--- src/rename_pkg.sv ---
package rename_pkg;

    localparam int RENAME_WIDTH = 2;
    localparam int COMMIT_WIDTH = 2;
    localparam int ARCH_REGS    = 8;
    localparam int PHYS_REGS    = 32;
    localparam int FREE_INIT    = PHYS_REGS - ARCH_REGS; // also the initial credit count.

    localparam int AREG_W = $clog2(ARCH_REGS);
    localparam int PREG_W = $clog2(PHYS_REGS);
    localparam int CNT_W  = PREG_W + 1;

    typedef logic [AREG_W-1:0] areg_t;
    typedef logic [PREG_W-1:0] preg_t;
    typedef logic [PREG_W:0]   fl_ptr_t;   // top bit is the wrap bit.
    typedef logic [CNT_W-1:0]  preg_cnt_t;

    typedef struct packed {
        logic  valid;
        areg_t src1;
        areg_t src2;
        logic  has_dst;
        areg_t dst;
    } rename_req_t;

    typedef struct packed {
        logic  valid;
        preg_t psrc1;
        preg_t psrc2;
        preg_t pdst;
        preg_t old_pdst;
    } rename_rsp_t;

    typedef struct packed {
        logic  valid;
        logic  has_dst;
        areg_t dst;
        preg_t pdst;
    } commit_t;

    typedef enum logic [1:0] {
        INIT,
        RUN,
        RECOVER
    } ctrl_state_t;

endpackage

--- src/free_list.sv ---
`timescale 1ns/10ps

module free_list (
    input  logic                                              clk,
    input  logic                                              arst_n,
    input  logic                                              map_init,
    input  logic                                              restore,
    input  rename_pkg::preg_cnt_t                             alloc_cnt,
    input  rename_pkg::preg_t [rename_pkg::COMMIT_WIDTH-1:0]  release_tags,
    input  logic [rename_pkg::COMMIT_WIDTH-1:0]               release_valid,
    output rename_pkg::preg_t [rename_pkg::RENAME_WIDTH-1:0]  alloc_tags,
    output rename_pkg::preg_cnt_t                             spec_used
);
    import rename_pkg::*;

    preg_t     queue [PHYS_REGS];
    fl_ptr_t   spec_head;
    fl_ptr_t   commit_head;
    fl_ptr_t   tail;
    fl_ptr_t   commit_head_nxt;
    fl_ptr_t   wr_ptr [COMMIT_WIDTH];
    preg_cnt_t rel_cnt;
    preg_cnt_t avail;

    always_comb begin
        rel_cnt = '0;
        for (int i = 0; i < COMMIT_WIDTH; i++) begin
            rel_cnt = rel_cnt + preg_cnt_t'(release_valid[i]);
        end
    end

    // each committed destination retires one allocated tag.
    assign commit_head_nxt = commit_head + fl_ptr_t'(rel_cnt);
    assign spec_used       = preg_cnt_t'(spec_head - commit_head);
    assign avail           = preg_cnt_t'(tail - spec_head);

    always_comb begin
        fl_ptr_t rd_ptr;
        for (int i = 0; i < RENAME_WIDTH; i++) begin
            rd_ptr        = spec_head + fl_ptr_t'(i);
            alloc_tags[i] = queue[rd_ptr[PREG_W-1:0]];
        end
    end

    // freed tags are packed at the tail in lane order.
    always_comb begin
        fl_ptr_t ptr;
        ptr = tail;
        for (int i = 0; i < COMMIT_WIDTH; i++) begin
            wr_ptr[i] = ptr;
            ptr       = ptr + fl_ptr_t'(release_valid[i]);
        end
    end

    always_ff @(posedge clk or negedge arst_n) begin
        if (!arst_n) begin
            spec_head   <= '0;
            commit_head <= '0;
            tail        <= fl_ptr_t'(FREE_INIT);
        end else if (map_init) begin
            spec_head   <= '0;
            commit_head <= '0;
            tail        <= fl_ptr_t'(FREE_INIT);
        end else begin
            commit_head <= commit_head_nxt;
            tail        <= tail + fl_ptr_t'(rel_cnt);
            if (restore) begin
                spec_head <= commit_head_nxt; // drop uncommitted allocations.
            end else begin
                spec_head <= spec_head + fl_ptr_t'(alloc_cnt);
            end
        end
    end

    always_ff @(posedge clk) begin
        if (map_init) begin
            for (int i = 0; i < PHYS_REGS; i++) begin
                queue[i] <= preg_t'(i + ARCH_REGS);
            end
        end else begin
            for (int i = 0; i < COMMIT_WIDTH; i++) begin
                if (release_valid[i]) begin
                    queue[wr_ptr[i][PREG_W-1:0]] <= release_tags[i];
                end
            end
        end
    end

    // the front end must not take more tags than are free.
    a_no_underflow: assert property (@(posedge clk) disable iff (!arst_n)
        alloc_cnt <= avail)
        else $error("free list underflow: alloc %0d, free %0d.", alloc_cnt, avail);

    // commits can only return tags that were handed out earlier.
    a_no_overflow: assert property (@(posedge clk) disable iff (!arst_n)
        (avail + rel_cnt) <= (FREE_INIT + alloc_cnt))
        else $error("free list overflow: free %0d, released %0d.", avail, rel_cnt);

endmodule

--- src/rename_map.sv ---
`timescale 1ns/10ps

module rename_map (
    input  logic                                                  clk,
    input  logic                                                  arst_n,
    input  logic                                                  map_init,
    input  logic                                                  restore,
    input  rename_pkg::rename_req_t [rename_pkg::RENAME_WIDTH-1:0] rename_in,
    input  rename_pkg::preg_t [rename_pkg::RENAME_WIDTH-1:0]       alloc_tags,
    input  rename_pkg::preg_t [rename_pkg::ARCH_REGS-1:0]          arch_map,
    output rename_pkg::rename_rsp_t [rename_pkg::RENAME_WIDTH-1:0] rename_out,
    output rename_pkg::preg_cnt_t                                 alloc_cnt
);
    import rename_pkg::*;

    preg_t [ARCH_REGS-1:0]          map_q;
    preg_t [ARCH_REGS-1:0]          map_d;
    rename_rsp_t [RENAME_WIDTH-1:0] rsp_d;

    // lanes walk a working copy of the table in order, so a later lane
    // sees the destinations of earlier lanes and the last writer wins.
    always_comb begin
        preg_cnt_t n;
        n     = '0;
        map_d = map_q;
        for (int i = 0; i < RENAME_WIDTH; i++) begin
            rsp_d[i] = '0;
            if (rename_in[i].valid && !map_init && !restore) begin
                rsp_d[i].valid = 1'b1;
                rsp_d[i].psrc1 = map_d[rename_in[i].src1];
                rsp_d[i].psrc2 = map_d[rename_in[i].src2];
                if (rename_in[i].has_dst) begin
                    rsp_d[i].old_pdst          = map_d[rename_in[i].dst];
                    rsp_d[i].pdst              = alloc_tags[n];  // next free tag in order.
                    map_d[rename_in[i].dst]    = alloc_tags[n];
                    n                          = n + 1'b1;
                end
            end
        end
        alloc_cnt = n;
    end

    always_ff @(posedge clk) begin
        if (map_init) begin
            for (int a = 0; a < ARCH_REGS; a++) begin
                map_q[a] <= preg_t'(a); // identity mapping.
            end
        end else if (restore) begin
            map_q <= arch_map;
        end else begin
            map_q <= map_d;
        end
    end

    always_ff @(posedge clk or negedge arst_n) begin
        if (!arst_n) begin
            rename_out <= '0;
        end else begin
            rename_out <= rsp_d; // valid bits drop while restoring.
        end
    end

endmodule

--- src/commit_map.sv ---
`timescale 1ns/10ps

module commit_map (
    input  logic                                              clk,
    input  logic                                              arst_n,
    input  logic                                              map_init,
    input  rename_pkg::commit_t [rename_pkg::COMMIT_WIDTH-1:0] commit_in,
    output rename_pkg::preg_t [rename_pkg::ARCH_REGS-1:0]     arch_map,
    output rename_pkg::preg_t [rename_pkg::COMMIT_WIDTH-1:0]  release_tags,
    output logic [rename_pkg::COMMIT_WIDTH-1:0]               release_valid
);
    import rename_pkg::*;

    preg_t [ARCH_REGS-1:0] arch_q;
    preg_t [ARCH_REGS-1:0] arch_d;

    always_comb begin
        arch_d = arch_q;
        for (int i = 0; i < COMMIT_WIDTH; i++) begin
            release_tags[i]  = '0;
            release_valid[i] = 1'b0;
            if (commit_in[i].valid && commit_in[i].has_dst) begin
                release_tags[i]          = arch_d[commit_in[i].dst]; // sees earlier lanes.
                release_valid[i]         = 1'b1;
                arch_d[commit_in[i].dst] = commit_in[i].pdst;
            end
        end
    end

    // recovery copies the map including this cycle's commits.
    assign arch_map = arch_d;

    always_ff @(posedge clk) begin
        if (map_init) begin
            for (int a = 0; a < ARCH_REGS; a++) begin
                arch_q[a] <= preg_t'(a);
            end
        end else begin
            arch_q <= arch_d;
        end
    end

    // a tag being committed must not be freed by the same or an older lane.
    for (genvar i = 0; i < COMMIT_WIDTH; i++) begin : g_lane
        for (genvar j = 0; j <= i; j++) begin : g_rel
            a_no_live_release: assert property (@(posedge clk) disable iff (!arst_n)
                (commit_in[i].valid && commit_in[i].has_dst && release_valid[j])
                |-> (commit_in[i].pdst != release_tags[j]))
                else $error("committed tag %0d released in lane %0d.",
                            commit_in[i].pdst, j);
        end
    end

endmodule

--- src/rename_ctrl.sv ---
`timescale 1ns/10ps

module rename_ctrl (
    input  logic                                              clk,
    input  logic                                              arst_n,
    input  logic                                              recover,
    input  rename_pkg::commit_t [rename_pkg::COMMIT_WIDTH-1:0] commit_in,
    input  rename_pkg::preg_cnt_t                             spec_used,
    output logic                                              map_init,
    output logic                                              restore,
    output logic                                              ready,
    output rename_pkg::preg_cnt_t                             credit_ret
);
    import rename_pkg::*;

    ctrl_state_t state;
    ctrl_state_t state_nxt;
    preg_cnt_t   commit_cnt;
    logic        commit_any;

    always_comb begin
        commit_cnt = '0;
        commit_any = 1'b0;
        for (int i = 0; i < COMMIT_WIDTH; i++) begin
            commit_any = commit_any | commit_in[i].valid;
            if (commit_in[i].valid && commit_in[i].has_dst) begin
                commit_cnt = commit_cnt + 1'b1;
            end
        end
    end

    always_comb begin
        state_nxt = state;
        case (state)
            INIT:    state_nxt = RUN;
            RUN:     state_nxt = recover ? RECOVER : RUN;
            RECOVER: state_nxt = RUN;
            default: state_nxt = INIT;
        endcase
    end

    assign map_init = (state == INIT);
    assign restore  = (state == RECOVER);

    always_ff @(posedge clk or negedge arst_n) begin
        if (!arst_n) begin
            state      <= INIT;
            ready      <= 1'b0;
            credit_ret <= '0;
        end else begin
            state <= state_nxt;
            ready <= (state == RUN) && !recover; // one cycle behind the state.
            case (state)
                RUN:     credit_ret <= commit_cnt;
                RECOVER: credit_ret <= spec_used; // discarded allocations come back.
                default: credit_ret <= '0;
            endcase
        end
    end

    // retirement cannot start before the maps hold the identity mapping.
    a_no_commit_in_init: assert property (@(posedge clk) disable iff (!arst_n)
        (state == INIT) |-> !commit_any)
        else $error("commit during map initialisation.");

    a_recover_pulse: assert property (@(posedge clk) disable iff (!arst_n)
        recover |=> !recover)
        else $error("recover held for more than one cycle.");

endmodule

--- src/rename_top.sv ---
`timescale 1ns/10ps

module rename_top (
    input  logic                                                  clk,
    input  logic                                                  arst_n,
    input  rename_pkg::rename_req_t [rename_pkg::RENAME_WIDTH-1:0] rename_in,
    input  rename_pkg::commit_t [rename_pkg::COMMIT_WIDTH-1:0]     commit_in,
    input  logic                                                  recover,
    output rename_pkg::rename_rsp_t [rename_pkg::RENAME_WIDTH-1:0] rename_out,
    output rename_pkg::preg_cnt_t                                 credit_ret,
    output logic                                                  ready
);
    import rename_pkg::*;

    logic                        map_init;
    logic                        restore;
    preg_t [RENAME_WIDTH-1:0]    alloc_tags;
    preg_cnt_t                   alloc_cnt;
    preg_t [COMMIT_WIDTH-1:0]    release_tags;
    logic [COMMIT_WIDTH-1:0]     release_valid;
    preg_t [ARCH_REGS-1:0]       arch_map;
    preg_cnt_t                   spec_used;

    rename_ctrl u_ctrl (
        .clk        (clk),
        .arst_n     (arst_n),
        .recover    (recover),
        .commit_in  (commit_in),
        .spec_used  (spec_used),
        .map_init   (map_init),
        .restore    (restore),
        .ready      (ready),
        .credit_ret (credit_ret)
    );

    free_list u_free_list (
        .clk           (clk),
        .arst_n        (arst_n),
        .map_init      (map_init),
        .restore       (restore),
        .alloc_cnt     (alloc_cnt),
        .release_tags  (release_tags),
        .release_valid (release_valid),
        .alloc_tags    (alloc_tags),
        .spec_used     (spec_used)
    );

    rename_map u_rename_map (
        .clk        (clk),
        .arst_n     (arst_n),
        .map_init   (map_init),
        .restore    (restore),
        .rename_in  (rename_in),
        .alloc_tags (alloc_tags),
        .arch_map   (arch_map),
        .rename_out (rename_out),
        .alloc_cnt  (alloc_cnt)
    );

    commit_map u_commit_map (
        .clk           (clk),
        .arst_n        (arst_n),
        .map_init      (map_init),
        .commit_in     (commit_in),
        .arch_map      (arch_map),
        .release_tags  (release_tags),
        .release_valid (release_valid)
    );

endmodule

--- config.mk ---
export PLATFORM = sky130hd
export DESIGN_NAME = rename_top
export DESIGN_NICKNAME = d
export VERILOG_FILES = /design/src/rename_pkg.sv /design/src/free_list.sv /design/src/rename_map.sv /design/src/commit_map.sv /design/src/rename_ctrl.sv /design/src/rename_top.sv
export SDC_FILE = /design/constraint.sdc
export NUM_CORES = 1
export LEC_CHECK = 0
export BUFFER_PORTS_ARGS = -buffer_cell sky130_fd_sc_hd__buf_2
export CELL_PAD_IN_SITES_DETAIL_PLACEMENT = 1
export CELL_PAD_IN_SITES_GLOBAL_PLACEMENT = 2
export CORE_MARGIN = 3
export CORE_UTILIZATION = 30
export CTS_BUF_LIST = sky130_fd_sc_hd__clkbuf_4 sky130_fd_sc_hd__clkbuf_8
export DETAILED_ROUTE_END_ITERATION = 6
export HOLD_SLACK_MARGIN = 0.06
export PLACE_DENSITY = 0.67
export SYNTH_ARGS = -nofsm -noshare
export SYNTH_HDL_FRONTEND = slang
export SYNTH_HIERARCHICAL = 1
export SYNTH_SLANG_ARGS = --single-unit
--- constraint.sdc ---
create_clock -name clk -period 9 [get_ports clk]
set_input_delay 0.9 -clock clk [delete_from_list [all_inputs] [get_ports clk]]
set_output_delay 0.9 -clock clk [all_outputs]
set_load 0.02 [all_outputs]
# Word level (Yosys, flattened, before mapping)
# Memories as Yosys holds them, arrays and structs flattened.
# Index checks and enable logic that the tools add are counted.
# classes
mux	72
reduce_logical	18
n_eq_ne	2
n_addsub	9
order_cmp	13
# op_table
op	n
$mux W40	7
$bwmux W40	4
$bmux W5 S3	8
$mux W5	20
$demux W5 S3	4
$mux W6	8
$mux W21	2
$lt A3 B4 Y1 const B	8
$mux W10	2
$mux W1	14
$add A6 B1 Y6 const B	2
$add A6 B6 Y6	2
$ge A3 B1 Y1 const B	4
$pmux W6 S2	1
$logic_and A1 B1 Y1	11
$reduce_or A5 Y1	2
$add A6 B2 Y6	1
$lt A6 B2 Y1 const B	1
$sub A6 B6 Y6	1
$add A5 B1 Y5	1
$add A5 B1 Y5 const B	1
$pmux W2 S2	1
$logic_not A1 Y1	3
$add A1 B1 Y2	1
5 further kinds	5
# totals
ff_bits	149
ram_bits	160
output_inout_bits	49
wordCells	147
input_bits	45
mem_count	1
# mem_list
memory	depth	width	rd	rd_ports_with_merged_regs	write_ports	line_no	rtl
u_free_list.queue	32	5	2	0	32	free_list.sv:16	preg_t queue [PHYS_REGS];

# Longest topological paths before layout
# depth
depth_word	11
ltp_mapped	19
mapped_depth_nobuf	16

# By module
# Netlist, hierarchy kept.
# modules_own_cells
mod	area_per_inst_um2	instances	seq_area_each_um2	cells_per_inst
free_list	12054.1	1	5232.5	1078
rename_map	6364.9	1	1851.8	725
commit_map	3007.9	1	800.8	342
rename_ctrl	406.6	1	225.2	31

# Worst setup path before layout
# OpenSTA, ideal clock, no wires.
# synth_path
path_type	input to register
from	input port rename_in[10] in the netlist's numbering
to	register u_free_list.spec_head[4]
setup_slack_ps	5614
arrival_ps	3254
cell_stages	16
required_ps	8868
setup_time_ps	132
path_buffers	2
path_cell_list	or3b_1 > buf_6 > clkinv_4 > nand2_4 > clkinv_4 > buf_8 > ha_1 > nand2_1 > o21ai_0 > ha_1 > fa_1 > a21o_1 > a21oi_1 > xnor2_1 > mux2i_1 > nor2_1
# synth_via
elab_chain_len	9
# synth_lines
item	line_no	rtl
from (decl)	rename_top.sv:6	input rename_pkg::rename_req_t [rename_pkg::RENAME_WIDTH-1:0] rename_in,
$logic_and A1 B1 Y1 * (2 in a row)	rename_map.sv:28	if (rename_in[i].valid && !map_init && !restore) begin
$mux W6 *	rename_map.sv:28	
$add A6 B1 Y6	rename_map.sv:36	n = n + 1'b1;
$mux W6	rename_map.sv:32	if (rename_in[i].has_dst) begin
$mux W6 *	rename_map.sv:28	
net alloc_cnt[0]	rename_top.sv:18	preg_cnt_t alloc_cnt;
$add A6 B6 Y6 *	free_list.sv:70	spec_head <= spec_head + fl_ptr_t'(alloc_cnt);
$mux W6 *	free_list.sv:67	if (restore) begin
$mux W6 *	free_list.sv:60	end else if (map_init) begin
to (signal assigned)	free_list.sv:68	spec_head <= commit_head_nxt;
to (signal assigned)	free_list.sv:70	
to (decl)	free_list.sv:17	fl_ptr_t spec_head;
# The timed path passes the listed nets; every way through them passes the cells marked *.
# A chain may end at the register's enable or synchronous reset.

# Worst setup path in the final report
# layout_path
from	register u_ctrl.state[0]
to	register u_free_list.spec_head[4]
# layout_via
word_cells_on_any_way	15
cone_classes	add/sub (2); eq/ne (1); mux (5); reduce/logical (7)
# layout_lines
item	line_no	rtl
from (decl)	rename_ctrl.sv:16	ctrl_state_t state;
from (signal assigned)	rename_ctrl.sv:51	state <= state_nxt;
$eq A2 B2 Y1 *	rename_ctrl.sv:43	assign restore = (state == RECOVER);
net restore	rename_top.sv:16	logic restore;
$logic_not A1 Y1 *	rename_map.sv:28	
$logic_and A1 B1 Y1	rename_map.sv:28	
$mux W6	rename_map.sv:28	
$add A6 B1 Y6	rename_map.sv:36	
$mux W6	rename_map.sv:32	
$mux W6 *	rename_map.sv:28	
net alloc_cnt[0]	rename_top.sv:18	
$add A6 B6 Y6 *	free_list.sv:70	
$mux W6 *	free_list.sv:67	
$mux W6 *	free_list.sv:60	
# Marks and branches as above.

==> metrics.md <==
| Metric | Value |
|---|---|
| Ys flop type | edfxtp_1 |
| Post-synth EDFFs | 160 |
| Final Cycle Share | 51.0% |
| Dpl cell area | 0.0229 mm² |
| Bufs on Longest Clock Path | 3 |
| Wirelength per Cell | 30.3 µm |
| Post-CTS sizing | 0 |
| Ys async rst share | 22.1% |
| CTS tree | built |
| Num CTS Buffers | 60 |
| Worst-Margin Slew | 1.09 ns |
| Status | completed |
| Worst Skew | 0.0478 ns |
| Reg2reg path depth | 15 |
| Initial antenna violation count | 2 |
| CTS root buffer | clkbuf_8 |
| # fillers | 8113 |
| DR iter-0 viols | 1840 |
| Hold Crit Class | input port to async pin |
| Die Area | 0.0761 mm² |
| Worst-path clk slew | 0.08 ns |
| Crit Path Class | flop to flop |
| Core area | 0.0717 mm² |
| Share of cells above drive strength 1 | 20.2% |
| Max Freq | 218 MHz |
| Count of final setup violators | 0 |
| Pwr Density | 288 mW/mm² |
| Hold_ws | 0.355 ns |
| Drt via density | 5.98 |
| Via count | 19000 |
| GRT Residual Overflow | 0 |
| Peak supply drop | 0.172 mV |
| Crit path time final | 4.59 ns |
| Largest net degree at the start of global routing | 95 |
| CP endpoint kind | flop |
| Commonest non-fill, non-tap cells in the layout | nor2_1 (232), nand2_1 (232), mux2i_1 (197) |
| Synth Warn # | 6 |
| Clock Sinks | 308 |
| Syn avg cell area | 10.0 µm² |
| Layout net count | 2246 |
| Setup TNS | 0 ns |
| RSZ-0062 raised after global routing | no |
| Final-report hold violation count | 0 |
| Routed WL | 96300 µm |
| Final Cell Area | 0.0242 mm² |
| I/O Buffers | 93 |
| 1st-pass router iterations | 6 |
| Initial Util | 30.4% |
| Critical Path Fanout Max | 94 |
| Die Y | 276 µm |
| CTS HTree Levels | 2 |
| CP Data Arrival Time | 5.21 ns |
| Standard-cell rows | 98 |
| First-pass GRT wire length | 139000 µm |
| IO Pins | 94 |
| Mapped Area | 0.0218 mm² |
| Global placement routability congestion | 0.945 |
| Final Core Density | 33.7% |
| Max_cap viols | 0 |
| LEAKAGE | 8.86 nW |
| Worst-path cell chain | inv_1 > ha_4 > buf_4 > nor2_1 > nand2_1 > clkinv_1 > nand2_1 > o21ai_0 > ha_1 > fa_1 > a21o_1 > a21oi_1 > xnor2_1 > mux2i_1 > nor2_1 |
| # DRC | 0 |
| Register area share after synthesis | 37.1% |
| Synth Instances | 2176 |
| Reg2Reg Setup Slack | 4.41 ns |
| Slowest stage delay, CP | 0.75 ns |
| CP startpoint | u_ctrl/state[0] |
| GRT Total Usage | 25.0% |
| Worst Setup Start Kind | flop |
| Hold-fix buffers at CTS | 0 |
| Reg2reg end | u_free_list/spec_head[4] |
| Setup Fix Bufs, Post-CTS | 0 |
| Number of global-route vias before repair | 19200 |
| CP max-delay cell | buf_4 |
| #FFs+latches synth | 308 |
| Post-DP HPWL | 69800 µm |
| Reg-to-reg startpoint | u_ctrl/state[0] |
| Die Wd | 276 µm |
| Fin. max-slew vios | 0 |
| Data required, critical path | 9.62 ns |
| Worst slew margin | 26.6% |
| Post-synthesis cell type count | 110 |
| Power, Total | 6.96 mW |
| Area grow syn2layout | 10.7% |
| Post-DRT Antenna Nets | 0 |
| Worst-skew pair later-pin latency | 0.71 ns |
metal layers:
| metal | wire length [µm] | global-route usage, % | vias to the layer above | share of wire, % |
|---|---|---|---|---|
| met2 | 46200 | 42.0 | 801 | 48 |
| met4 | 4980 | 11.8 | 2 | 5.2 |
| met3 | 5950 | 3.95 | 230 | 6.2 |
| li1 | - | - | 8163 | - |
| met1 | 39200 | 31.4 | 9795 | 41 |
| met5 | 13 | 0 | - | 0.013 |
worst max-delay path: cells and delay by family, from the launching register on:
family	cells	cell delay (ns)
AND/OR/NAND/NOR	4	0.94
flip-flops	1	0.41
buffers and inverters	3	1.52
multiplexers	1	0.09
adder cells (fa/ha/maj)	3	0.85
XOR/XNOR	1	0.14
AO/OA/AOI/OAI	3	0.51
state kept, by name, summed over array words and instances, names as in the netlist:
name,cells
u_commit_map/arch_q,40
u_free_list/spec_head,6
u_free_list/queue,160
u_free_list/tail,5
u_ctrl/ready,1
u_rename_map/map_q,40
u_ctrl/state,2
u_rename_map/rename_out,42
u_ctrl/credit_ret,6
u_free_list/commit_head,6
through the flow:
step / setup WS [ns] / std cells
CTS: 4.44 / 3173
finish: 4.41 / 3176
floorplan: 5.61 / 2179
detailed placement: 4.24 / 3061
global route: 4.19 / 3174
global placement: 4.24 / 3061
power breakdown:
part / switching (mW) / internal (mW) / leakage (nW)
clock network: 0.700 / 0.851 / 0.678
logic: 1.99 / 1.11 / 5.29
registers: 0.437 / 1.88 / 2.89
synth_stat cells (9+ instances only):
library cell / instances / area, µm²
and2_1: 29 / 181
nor2_1: 237 / 890
nor3_1: 53 / 265
buf_1: 13 / 48.8
mux2i_1: 197 / 1970
nand3b_1: 19 / 143
nand2b_1: 11 / 68.8
mux2_2: 21 / 236
buf_2: 42 / 210
xor2_1: 9 / 78.8
a211o_1: 22 / 193
xnor2_1: 11 / 96.3
or2_2: 14 / 87.6
nand3_1: 59 / 295
dfxtp_1: 80 / 1600
a21oi_1: 130 / 651
a211oi_1: 21 / 158
o31ai_1: 16 / 120
nor3b_1: 11 / 82.6
buf_4: 15 / 113
or3_1: 22 / 138
ha_1: 26 / 325
clkbuf_1: 108 / 405
nor2b_1: 49 / 307
or4_1: 17 / 128
dfrtp_1: 66 / 1650
a311oi_1: 11 / 96.3
mux4_2: 128 / 2880
nand2_1: 232 / 871
a31oi_1: 20 / 125
inv_1: 33 / 124
o21ai_0: 61 / 305
o211ai_1: 11 / 82.6
edfxtp_1: 160 / 4800
worst max-delay path by stage:
stage	to	depth (start not counted)
floorplan	u_free_list/spec_head[4]	16
global placement	u_free_list/queue[22][0]	9
detailed placement	u_free_list/queue[22][0]	9
CTS	u_rename_map/map_q[1]	10
global route	u_rename_map/map_q[22]	8
finish	u_free_list/spec_head[4]	15
layout make-up:
class / instances / area, µm² / share of cell area (%)
Timing Repair Buffer: 119 / 663 / 2.74
Multi-Input combinational cell: 1645 / 12700 / 52.7
Antenna cell: 3 / 7.51 / 0.0311
Tap cell: 950 / 1190 / 4.92
Sequential cell: 308 / 8120 / 33.6
Inverter: 39 / 156 / 0.647
Clock inverter: 26 / 234 / 0.968
Clock buffer: 86 / 1060 / 4.38
cells by family (layout without fill, tap and decap cells):
kind of cell / count (synthesis) / after routing / share of synthesized area [%]
adder cells (fa/ha/maj): 28 / 28 / 1.67
AO/OA/AOI/OAI: 415 / 415 / 13.0
flip-flops: 308 / 308 / 37.1
XOR/XNOR: 20 / 20 / 0.802
AND/OR/NAND/NOR: 830 / 830 / 19.2
multiplexers: 348 / 348 / 23.5
other: 1 / 7 / 0.0172
buffers and inverters: 226 / 270 / 4.76
(Power assumes the default switching activity.)
